<file path="src/include/vid_params.svh">
`ifndef VID_PARAMS_SVH
`define VID_PARAMS_SVH

// ==========================================================================
// Raster geometry
// ==========================================================================

// Horizontal timing in pixel clocks
`define VID_H_ACTIVE 16
`define VID_H_FRONT 2
`define VID_H_SYNC 3
`define VID_H_BACK 3
`define VID_H_TOTAL (`VID_H_ACTIVE + `VID_H_FRONT + `VID_H_SYNC + `VID_H_BACK)

// Vertical timing in lines
`define VID_V_ACTIVE 8
`define VID_V_FRONT 1
`define VID_V_SYNC 2
`define VID_V_BACK 1
`define VID_V_TOTAL (`VID_V_ACTIVE + `VID_V_FRONT + `VID_V_SYNC + `VID_V_BACK)

// Buffer depth, one word per active pixel
`define VID_FRAME_WORDS (`VID_H_ACTIVE * `VID_V_ACTIVE)

// ==========================================================================
// Channel widths
// ==========================================================================
`define VID_CAM_BITS 12
`define VID_PACK_BITS 5
`define VID_MONO_BITS 8
`define VID_VGA_BITS 8
`define VID_WORD_BITS 16

// Frame-rate window in clocks, count width of the meter
`define VID_RATE_WINDOW 400
`define VID_RATE_BITS 8

`endif

</file>
<file path="src/vid_pkg.sv">
`default_nettype none

`include "vid_params.svh"

// ==========================================================================
// Shared video types
// ==========================================================================
package vid_pkg;

  // Source shown on the display
  // Binary, eroded and dilated are all mono byte streams
  typedef enum logic [1:0] {
    view_rgb     = 2'd0,
    view_binary  = 2'd1,
    view_eroded  = 2'd2,
    view_dilated = 2'd3
  } view_t;

  // Buffer word layout
  // RGB  -> {1'b0, r[4:0], g[4:0], b[4:0]}
  // Mono -> {8'h00, mono[7:0]}
  typedef logic [`VID_WORD_BITS-1:0] buf_word_t;

  // One address per active pixel
  typedef logic [$clog2(`VID_FRAME_WORDS)-1:0] buf_addr_t;

endpackage

`default_nettype wire

</file>
<file path="src/vid_raster_if.sv">
`default_nettype none

// ==========================================================================
// Raster control bundle
// ==========================================================================
interface vid_raster_if;

  // Active-low syncs
  logic hsync;
  logic vsync;
  // Active-low blank, high during visible pixels
  logic blank_n;
  // High exactly on active pixels, paces the buffer read
  logic disp_ena;

  // Stage that produces the raster
  modport source (
    output hsync,
    output vsync,
    output blank_n,
    output disp_ena
  );

  // Stage that follows it
  modport sink (
    input hsync,
    input vsync,
    input blank_n,
    input disp_ena
  );

endinterface

`default_nettype wire

</file>
<file path="src/stream_pack.sv">
`default_nettype none

`include "vid_params.svh"

module stream_pack (
  input  wire                      ccd_pixel_clk,
  input  wire                      rst_n,
  input  wire                      stream_reset_n,
  input  vid_pkg::view_t           view_sel,
  input  wire [`VID_CAM_BITS-1:0]  rgb_red,
  input  wire [`VID_CAM_BITS-1:0]  rgb_green,
  input  wire [`VID_CAM_BITS-1:0]  rgb_blue,
  input  wire                      rgb_valid,
  input  wire [`VID_MONO_BITS-1:0] binarized,
  input  wire                      bin_valid,
  input  wire [`VID_MONO_BITS-1:0] eroded,
  input  wire                      erosion_valid,
  input  wire [`VID_MONO_BITS-1:0] dilated,
  input  wire                      dilation_valid,
  output vid_pkg::buf_word_t       wr_word,
  output logic                     wr_stb
);
  import vid_pkg::*;

  localparam int MONO_PAD = `VID_WORD_BITS - `VID_MONO_BITS;

  buf_word_t sel_word;
  logic      sel_valid;

  // Source mux
  // Only the chosen stream's strobe reaches the buffer
  always_comb begin
    case (view_sel)
      view_rgb: begin
        // Top bits of each channel, MSB left at zero
        sel_word  = {1'b0,
                     rgb_red[`VID_CAM_BITS-1 -: `VID_PACK_BITS],
                     rgb_green[`VID_CAM_BITS-1 -: `VID_PACK_BITS],
                     rgb_blue[`VID_CAM_BITS-1 -: `VID_PACK_BITS]};
        sel_valid = rgb_valid;
      end
      view_binary: begin
        sel_word  = {{MONO_PAD{1'b0}}, binarized};
        sel_valid = bin_valid;
      end
      view_eroded: begin
        sel_word  = {{MONO_PAD{1'b0}}, eroded};
        sel_valid = erosion_valid;
      end
      default: begin
        sel_word  = {{MONO_PAD{1'b0}}, dilated};
        sel_valid = dilation_valid;
      end
    endcase
  end

  // Strobe register, held off during a stream reset
  always_ff @(posedge ccd_pixel_clk or negedge rst_n) begin
    if (!rst_n) begin
      wr_stb <= 1'b0;
    end else begin
      wr_stb <= sel_valid & stream_reset_n;
    end
  end

  // Payload follows the strobe by the same cycle
  always_ff @(posedge ccd_pixel_clk) begin
    wr_word <= sel_word;
  end

endmodule

`default_nettype wire

</file>
<file path="src/frame_buffer.sv">
`default_nettype none

`include "vid_params.svh"

module frame_buffer (
  input  wire                ccd_pixel_clk,
  input  wire                rst_n,
  input  wire                stream_reset_n,
  input  vid_pkg::buf_word_t wr_word,
  input  wire                wr_stb,
  vid_raster_if.sink         raster_in,
  vid_raster_if.source       raster_out,
  output vid_pkg::buf_word_t rd_word
);
  import vid_pkg::*;

  localparam buf_addr_t LAST_ADDR = buf_addr_t'(`VID_FRAME_WORDS - 1);

  // ==========================================================================
  // Storage and address counters
  // ==========================================================================

  // One frame of packed pixels
  buf_word_t mem [`VID_FRAME_WORDS];

  buf_addr_t wr_addr;
  buf_addr_t rd_addr;
  logic      wr_en;

  // No writes while the stream is held in reset
  assign wr_en = wr_stb & stream_reset_n;

  // Write pointer, wraps at the end of the frame
  always_ff @(posedge ccd_pixel_clk or negedge rst_n) begin
    if (!rst_n) begin
      wr_addr <= '0;
    end else if (!stream_reset_n) begin
      wr_addr <= '0;
    end else if (wr_en) begin
      wr_addr <= (wr_addr == LAST_ADDR) ? '0 : wr_addr + 1'b1;
    end
  end

  // Read pointer
  // One step per active pixel, so a full frame reads every word once
  always_ff @(posedge ccd_pixel_clk or negedge rst_n) begin
    if (!rst_n) begin
      rd_addr <= '0;
    end else if (!stream_reset_n) begin
      rd_addr <= '0;
    end else if (raster_in.disp_ena) begin
      rd_addr <= (rd_addr == LAST_ADDR) ? '0 : rd_addr + 1'b1;
    end
  end

  // Memory write port
  always_ff @(posedge ccd_pixel_clk) begin
    if (wr_en) begin
      mem[wr_addr] <= wr_word;
    end
  end

  // Registered read port
  // Same-address collision returns the word stored before this edge
  always_ff @(posedge ccd_pixel_clk) begin
    if (raster_in.disp_ena) begin
      rd_word <= mem[rd_addr];
    end
  end

  // ==========================================================================
  // Raster delay, keeps controls in step with rd_word
  // ==========================================================================
  always_ff @(posedge ccd_pixel_clk or negedge rst_n) begin
    if (!rst_n) begin
      raster_out.hsync    <= 1'b1;
      raster_out.vsync    <= 1'b1;
      raster_out.blank_n  <= 1'b0;
      raster_out.disp_ena <= 1'b0;
    end else begin
      raster_out.hsync    <= raster_in.hsync;
      raster_out.vsync    <= raster_in.vsync;
      raster_out.blank_n  <= raster_in.blank_n;
      raster_out.disp_ena <= raster_in.disp_ena;
    end
  end

endmodule

`default_nettype wire

</file>
<file path="src/vga_timing.sv">
`default_nettype none

`include "vid_params.svh"

module vga_timing (
  input  wire          ccd_pixel_clk,
  input  wire          rst_n,
  vid_raster_if.source raster
);

  localparam int HW = $clog2(`VID_H_TOTAL);
  localparam int VW = $clog2(`VID_V_TOTAL);

  // Line layout: active, front porch, sync, back porch
  localparam logic [HW-1:0] H_LAST       = HW'(`VID_H_TOTAL - 1);
  localparam logic [HW-1:0] H_ACT_END    = HW'(`VID_H_ACTIVE);
  localparam logic [HW-1:0] H_SYNC_START = HW'(`VID_H_ACTIVE + `VID_H_FRONT);
  localparam logic [HW-1:0] H_SYNC_END   = HW'(`VID_H_ACTIVE + `VID_H_FRONT + `VID_H_SYNC);

  // Frame layout, counted in whole lines
  localparam logic [VW-1:0] V_LAST       = VW'(`VID_V_TOTAL - 1);
  localparam logic [VW-1:0] V_ACT_END    = VW'(`VID_V_ACTIVE);
  localparam logic [VW-1:0] V_SYNC_START = VW'(`VID_V_ACTIVE + `VID_V_FRONT);
  localparam logic [VW-1:0] V_SYNC_END   = VW'(`VID_V_ACTIVE + `VID_V_FRONT + `VID_V_SYNC);

  logic [HW-1:0] h_cnt;
  logic [VW-1:0] v_cnt;
  logic          h_wrap;
  logic          h_active;
  logic          v_active;

  assign h_wrap = (h_cnt == H_LAST);

  // ==========================================================================
  // Position counters
  // ==========================================================================

  // Pixel within the line
  always_ff @(posedge ccd_pixel_clk or negedge rst_n) begin
    if (!rst_n) begin
      h_cnt <= '0;
    end else begin
      h_cnt <= h_wrap ? '0 : h_cnt + 1'b1;
    end
  end

  // Line within the frame, steps at end of line
  always_ff @(posedge ccd_pixel_clk or negedge rst_n) begin
    if (!rst_n) begin
      v_cnt <= '0;
    end else if (h_wrap) begin
      v_cnt <= (v_cnt == V_LAST) ? '0 : v_cnt + 1'b1;
    end
  end

  // ==========================================================================
  // Decode
  // ==========================================================================
  assign h_active = (h_cnt < H_ACT_END);
  assign v_active = (v_cnt < V_ACT_END);

  // Syncs low for their full count after the front porch
  assign raster.hsync = !((h_cnt >= H_SYNC_START) && (h_cnt < H_SYNC_END));
  assign raster.vsync = !((v_cnt >= V_SYNC_START) && (v_cnt < V_SYNC_END));

  // Visible area
  assign raster.disp_ena = h_active & v_active;
  assign raster.blank_n  = h_active & v_active;

endmodule

`default_nettype wire

</file>
<file path="src/vga_pixel_out.sv">
`default_nettype none

`include "vid_params.svh"

module vga_pixel_out (
  input  wire                      ccd_pixel_clk,
  input  wire                      rst_n,
  input  vid_pkg::view_t           view_sel,
  input  wire [2:0]                chan_en,
  input  vid_pkg::buf_word_t       rd_word,
  vid_raster_if.sink               raster,
  output logic [`VID_VGA_BITS-1:0] vga_r,
  output logic [`VID_VGA_BITS-1:0] vga_g,
  output logic [`VID_VGA_BITS-1:0] vga_b,
  output logic                     vga_hs,
  output logic                     vga_vs,
  output logic                     vga_blank_n
);
  import vid_pkg::*;

  localparam int P = `VID_PACK_BITS;

  logic [`VID_VGA_BITS-1:0] r_nxt;
  logic [`VID_VGA_BITS-1:0] g_nxt;
  logic [`VID_VGA_BITS-1:0] b_nxt;

  // Five-bit field to display width, low bits zero
  function automatic logic [`VID_VGA_BITS-1:0] chan_expand(
    input logic [P-1:0] field,
    input logic         en
  );
    chan_expand = en ? {field, {(`VID_VGA_BITS - P){1'b0}}} : '0;
  endfunction

  // Colour select
  // chan_en bit 0 red, bit 1 green, bit 2 blue
  always_comb begin
    if (!raster.disp_ena) begin
      r_nxt = '0;
      g_nxt = '0;
      b_nxt = '0;
    end else if (view_sel == view_rgb) begin
      r_nxt = chan_expand(rd_word[3*P-1 -: P], chan_en[0]);
      g_nxt = chan_expand(rd_word[2*P-1 -: P], chan_en[1]);
      b_nxt = chan_expand(rd_word[P-1 -: P], chan_en[2]);
    end else begin
      // Mono, grey on all three guns
      r_nxt = rd_word[`VID_MONO_BITS-1:0];
      g_nxt = rd_word[`VID_MONO_BITS-1:0];
      b_nxt = rd_word[`VID_MONO_BITS-1:0];
    end
  end

  // Pin register, second stage after the raster counters
  always_ff @(posedge ccd_pixel_clk or negedge rst_n) begin
    if (!rst_n) begin
      vga_r       <= '0;
      vga_g       <= '0;
      vga_b       <= '0;
      vga_hs      <= 1'b1;
      vga_vs      <= 1'b1;
      vga_blank_n <= 1'b0;
    end else begin
      vga_r       <= r_nxt;
      vga_g       <= g_nxt;
      vga_b       <= b_nxt;
      vga_hs      <= raster.hsync;
      vga_vs      <= raster.vsync;
      vga_blank_n <= raster.blank_n;
    end
  end

endmodule

`default_nettype wire

</file>
<file path="src/frame_rate_meter.sv">
`default_nettype none

`include "vid_params.svh"

module frame_rate_meter (
  input  wire        ccd_pixel_clk,
  input  wire        rst_n,
  input  wire        frame_start,
  output logic [6:0] hex0,
  output logic [6:0] hex1,
  output logic       pulse_led
);

  localparam int WIN_W = $clog2(`VID_RATE_WINDOW);
  localparam logic [WIN_W-1:0] WIN_LAST = WIN_W'(`VID_RATE_WINDOW - 1);

  logic [WIN_W-1:0]          win_cnt;
  logic                      win_end;
  logic [`VID_RATE_BITS-1:0] frame_cnt;
  logic [`VID_RATE_BITS-1:0] cnt_nxt;

  // Active-low segments, bit 6 is g, bit 0 is a
  function automatic logic [6:0] seg7(input logic [3:0] nib);
    case (nib)
      4'h0: seg7 = 7'b1000000;
      4'h1: seg7 = 7'b1111001;
      4'h2: seg7 = 7'b0100100;
      4'h3: seg7 = 7'b0110000;
      4'h4: seg7 = 7'b0011001;
      4'h5: seg7 = 7'b0010010;
      4'h6: seg7 = 7'b0000010;
      4'h7: seg7 = 7'b1111000;
      4'h8: seg7 = 7'b0000000;
      4'h9: seg7 = 7'b0010000;
      4'ha: seg7 = 7'b0001000;
      4'hb: seg7 = 7'b0000011;
      4'hc: seg7 = 7'b1000110;
      4'hd: seg7 = 7'b0100001;
      4'he: seg7 = 7'b0000110;
      default: seg7 = 7'b0001110;
    endcase
  endfunction

  assign win_end = (win_cnt == WIN_LAST);

  // Saturating count, includes a strobe on the last window cycle
  assign cnt_nxt = (frame_start && !(&frame_cnt)) ? frame_cnt + 1'b1 : frame_cnt;

  // Window timer and frame counter
  always_ff @(posedge ccd_pixel_clk or negedge rst_n) begin
    if (!rst_n) begin
      win_cnt   <= '0;
      frame_cnt <= '0;
    end else begin
      win_cnt   <= win_end ? '0 : win_cnt + 1'b1;
      frame_cnt <= win_end ? '0 : cnt_nxt;
    end
  end

  // Display and LED, loaded as the timer returns to zero
  always_ff @(posedge ccd_pixel_clk or negedge rst_n) begin
    if (!rst_n) begin
      hex0      <= seg7(4'h0);
      hex1      <= seg7(4'h0);
      pulse_led <= 1'b0;
    end else if (win_end) begin
      hex0      <= seg7(cnt_nxt[3:0]);
      hex1      <= seg7(cnt_nxt[7:4]);
      pulse_led <= ~pulse_led;
    end
  end

endmodule

`default_nettype wire

</file>
<file path="src/vid_capture_top.sv">
`default_nettype none

`include "vid_params.svh"

module vid_capture_top (
  input  wire                       ccd_pixel_clk,
  input  wire                       rst_n,
  input  wire                       stream_reset_n,
  input  vid_pkg::view_t            view_sel,
  input  wire [2:0]                 chan_en,
  input  wire [`VID_CAM_BITS-1:0]   rgb_red,
  input  wire [`VID_CAM_BITS-1:0]   rgb_green,
  input  wire [`VID_CAM_BITS-1:0]   rgb_blue,
  input  wire                       rgb_valid,
  input  wire [`VID_MONO_BITS-1:0]  binarized,
  input  wire                       bin_valid,
  input  wire [`VID_MONO_BITS-1:0]  eroded,
  input  wire                       erosion_valid,
  input  wire [`VID_MONO_BITS-1:0]  dilated,
  input  wire                       dilation_valid,
  input  wire                       frame_start,
  output wire [`VID_VGA_BITS-1:0]   vga_r,
  output wire [`VID_VGA_BITS-1:0]   vga_g,
  output wire [`VID_VGA_BITS-1:0]   vga_b,
  output wire                       vga_hs,
  output wire                       vga_vs,
  output wire                       vga_blank_n,
  output wire [6:0]                 hex0,
  output wire [6:0]                 hex1,
  output wire                       pulse_led
);
  import vid_pkg::*;

  // ==========================================================================
  // Write side
  // ==========================================================================
  buf_word_t wr_word;
  logic      wr_stb;
  buf_word_t rd_word;

  // Raster straight from the counters, then one cycle later
  vid_raster_if raster_gen ();
  vid_raster_if raster_buf ();

  stream_pack u_pack (
    .ccd_pixel_clk  (ccd_pixel_clk),
    .rst_n          (rst_n),
    .stream_reset_n (stream_reset_n),
    .view_sel       (view_sel),
    .rgb_red        (rgb_red),
    .rgb_green      (rgb_green),
    .rgb_blue       (rgb_blue),
    .rgb_valid      (rgb_valid),
    .binarized      (binarized),
    .bin_valid      (bin_valid),
    .eroded         (eroded),
    .erosion_valid  (erosion_valid),
    .dilated        (dilated),
    .dilation_valid (dilation_valid),
    .wr_word        (wr_word),
    .wr_stb         (wr_stb)
  );

  frame_buffer u_fbuf (
    .ccd_pixel_clk  (ccd_pixel_clk),
    .rst_n          (rst_n),
    .stream_reset_n (stream_reset_n),
    .wr_word        (wr_word),
    .wr_stb         (wr_stb),
    .raster_in      (raster_gen.sink),
    .raster_out     (raster_buf.source),
    .rd_word        (rd_word)
  );

  // ==========================================================================
  // Display side
  // ==========================================================================
  vga_timing u_timing (
    .ccd_pixel_clk (ccd_pixel_clk),
    .rst_n         (rst_n),
    .raster        (raster_gen.source)
  );

  vga_pixel_out u_pix (
    .ccd_pixel_clk (ccd_pixel_clk),
    .rst_n         (rst_n),
    .view_sel      (view_sel),
    .chan_en       (chan_en),
    .rd_word       (rd_word),
    .raster        (raster_buf.sink),
    .vga_r         (vga_r),
    .vga_g         (vga_g),
    .vga_b         (vga_b),
    .vga_hs        (vga_hs),
    .vga_vs        (vga_vs),
    .vga_blank_n   (vga_blank_n)
  );

  // Camera frame rate on two digits
  frame_rate_meter u_rate (
    .ccd_pixel_clk (ccd_pixel_clk),
    .rst_n         (rst_n),
    .frame_start   (frame_start),
    .hex0          (hex0),
    .hex1          (hex1),
    .pulse_led     (pulse_led)
  );

endmodule

`default_nettype wire

</file>
<file path="config.mk">
export PLATFORM = sky130hd
export DESIGN_NAME = vid_capture_top
export DESIGN_NICKNAME = d
export VERILOG_FILES = /design/src/vid_pkg.sv /design/src/vid_raster_if.sv /design/src/stream_pack.sv /design/src/frame_buffer.sv /design/src/vga_timing.sv /design/src/vga_pixel_out.sv /design/src/frame_rate_meter.sv /design/src/vid_capture_top.sv
export VERILOG_INCLUDE_DIRS = /design/src /design/src/include
export SDC_FILE = /design/constraint.sdc
export NUM_CORES = 2
export LEC_CHECK = 0
export BUFFER_PORTS_ARGS = -buffer_cell sky130_fd_sc_hd__clkbuf_2
export CORE_ASPECT_RATIO = 1.5
export CORE_UTILIZATION = 30
export CTS_BUF_LIST = sky130_fd_sc_hd__clkbuf_8
export DETAILED_ROUTE_END_ITERATION = 8
export PLACE_DENSITY = 0.43
export SLEW_MARGIN = 20
export SYNTH_ARGS = -nofsm -noshare
export SYNTH_HDL_FRONTEND = slang
export SYNTH_SLANG_ARGS = --single-unit
</file>
<file path="constraint.sdc">
create_clock -name ccd_pixel_clk -period 8.1 [get_ports ccd_pixel_clk]
set_input_delay 0.81 -clock ccd_pixel_clk [delete_from_list [all_inputs] [get_ports ccd_pixel_clk]]
set_output_delay 0.81 -clock ccd_pixel_clk [all_outputs]
set_load 0.05 [all_outputs]
</file>
==> out/results.txt <==
CTS tree = built
Die H = 632 um
FP Rows = 230
Fmax = 241 MHz
Clock Power Share = 0.387
Mapped Area = 79300 um^2
DRC = 0
Io pins = 115
Worst Path Arrival = 4.80 ns
Filler cells = 24900
Normalized max-slew margin = 0.275
Post-synth EDFFs = 1935
Worst-path maximum fanout = 71
Slew Viols, Final = 0
Top_reg_cell synth = edfxtp_1
Drt pass-1 iters = 5
Gp weighted congestion = 0.799
Internal = 15.8 mW
Die Wd = 422 um
Final setup skew = 0.0709 ns
CP required = 8.74 ns
Flop pwr share = 0.571
NumNets Final = 4498
Synth Area per Inst = 19.7 um^2
Net Sw Frac = 0.229
Vias in the first global route = 41700
GRT overflow = 0
Critical Path, Cell by Cell = buf_12 > mux4_2 > a22oi_1 > a21oi_1 > o21ai_0 > o32ai_1
Yosys reg bits = 2030
Slew @ Worst Pin = 1.09 ns
Initial antenna violation count = 7
Drt initial violations = 2907
Top Family by Delay on Critical Path = compound AO/OA/AOI/OAI gates
Layout cells sized above 1 = 0.231
Clk slew on worst S/H paths = 0.08 ns
Post-Syn Instances = 4019
NetSw = 4.69 mW
Worst Hold Class = in2reg
DP HPWL = 130 mm
Outcome = finished, final reports clean
Syn_nets = 4115
Asr flop ratio synth = 0.0394
Critical-path top delay cell = dfrtp_4
Synthesis-to-finish area growth = 13.5%
Leak Pwr = 30.6 nW
Setup violations, final = 0
Crit path kind = reg2reg
Antenna viol nets, final = 0
Clk sinks = 2030
Largest net degree at the start of global routing = 99
Setup Fix Bufs, Post-CTS = 0
Comb pwr share = 0.042
Worst path buffer plus inverter count = 1
Seq/Total Area, Yosys = 0.762
Worst hold margin = 0.104 ns
Synth cell types = 65
Final critical-path share of the clock period = 0.513
Root Driver = clkbuf_8
RSZ-0062 raised after global routing = false
Initial core utilization = 0.303
Crit end category = flip-flop
Pwr dens = 228 nW/um^2
TritonCTS Buffers = 317
H-Tree Depth = 5
Vias = 39500
Input/output buffers = 93
Max-cap violation count = 0
Core Region = 262000 um^2
Design Power = 20.5 mW
Overall routing resource usage = 0.161
Wire length per cell = 26.8 um
Global-route wire length before repair = 311 mm
Yosys synthesis warning count = 0
Commonest non-fill, non-tap cells in the layout = edfxtp_1 (1935), mux4_2 (336), clkbuf_8 (329), mux2i_1 (310), buf_4 (200)
Clock tree buffer depth = 4
Clk_lat worst skew = 0.96 ns
Post-cts resize count = 0
Die area = 266000 um^2
Finished Core Util = 0.343
Post-Route WL = 218 mm
Vias per cell = 4.86
Min Tclk post-route = 4.16 ns
Worst setup SP type = flip-flop
Setup TNS = 0 ns
Final Hold Viols = 0
Commonest non-fill, non-tap cell in the layout = edfxtp_1
CP max stage delay = 0.92 ns
Maximum VDD drop = 0.0997 mV
## state kept, by name (all words and copies together) (netlist names), 7 cells and up
signal and cells:
u_rate.win_cnt 9, u_rate.hex1 7, u_fbuf.rd_word 15, u_fbuf.wr_addr 7, u_rate.frame_cnt 8, u_fbuf.mem 1920
u_rate.hex0 7, u_pix.vga_r 8, u_fbuf.rd_addr 7, u_pack.wr_word 15
## worst paths after layout
kind | slack [ns] | cells after the start | end | from
max | 3.94 | 6 | u_fbuf.rd_word[12] | u_fbuf.rd_addr[0]
min | 0.10 | 2 | u_pack.wr_word[10] | rgb_red[7]
max reg2reg | 3.94 | 6 | u_fbuf.rd_word[12] | u_fbuf.rd_addr[0]
min reg2reg | 0.35 | 0 | u_pix.vga_hs | u_fbuf.raster_out.hsync
max in group asynchronous | 6.66 | 3 | u_rate.win_cnt[8] | rst_n
min in group asynchronous | 0.38 | 2 | u_fbuf.rd_addr[0] | rst_n
## layout make-up
class | instances | area [um^2] | share of cell area
Antenna cell | 4 | 10.0 | 0.000111
Clock buffer | 329 | 4530 | 0.0503
Clock inverter | 221 | 1040 | 0.0116
Inverter | 12 | 45.0 | 0.000500
Multi-Input combinational cell | 1732 | 17300 | 0.192
Sequential cell | 2030 | 60500 | 0.672
Tap cell | 3480 | 4350 | 0.0484
Timing Repair Buffer | 309 | 2230 | 0.0248
## cell usage after synthesis, drive strengths merged (19+ instances only)
cell	number	share of area
and3	25	0.0020
a21oi	132	0.0085
a22oi	147	0.014
ha	23	0.0036
o22ai	121	0.0095
and2	28	0.0022
a31oi	36	0.0028
nand2	97	0.0046
buf	151	0.016
nor3	89	0.0056
dfrtp	74	0.023
edfxtp	1935	0.73
nor2	169	0.0080
mux4	347	0.099
nand3	19	0.0012
o21ai	24	0.0015
nand2b	43	0.0034
clkbuf	92	0.0045
nor2b	32	0.0025
mux2i	310	0.039
## timing repair
item | CTS | global route
hold buffers | 6 | 0
endpoints found under the hold margin | 34 | 0
setup endpoints to repair | 0 | 0
## kinds of logic after synthesis
group / count (synthesis) / share of synthesized area
xor gates and xnor gates: 21 / 0.00232
AOI/OAI and AO/OA: 494 / 0.0402
muxes: 664 / 0.139
and+or+nand+nor: 530 / 0.0320
adders and majority gates: 23 / 0.00363
buffers and inverters: 257 / 0.0209
DFF: 2030 / 0.762
## metrics by stage
step           instance area, um^2  instances  worst slack [ns]
3_3_place_gp                 84400       7557              3.94
5_1_grt                      90000       8117              3.72
3_5_place_dp                 84400       7557              3.96
6_report                     90000       8117              3.94
4_1_cts                      90000       8113              3.93
2_1_floorplan                79300       4019              4.71
## power groups by stage
stage,logic (mW),registers (mW),clock network (mW)
after floorplan,0.537,12.0,0
after global placement,0.871,11.9,0
after detailed placement,0.883,11.9,0
after CTS,0.889,11.7,8.24
after global routing,0.949,11.7,8.64
final,0.861,11.7,7.94
## routing by layer
metal,GRT usage,up-vias,routed length (um)
li1,-,17200,-
met1,0.196,21000,88300
met2,0.285,986,112000
met3,0.0266,315,9810
met4,0.0612,2,7860
met5,0,-,16
Power figures use the tool's default switching activity.
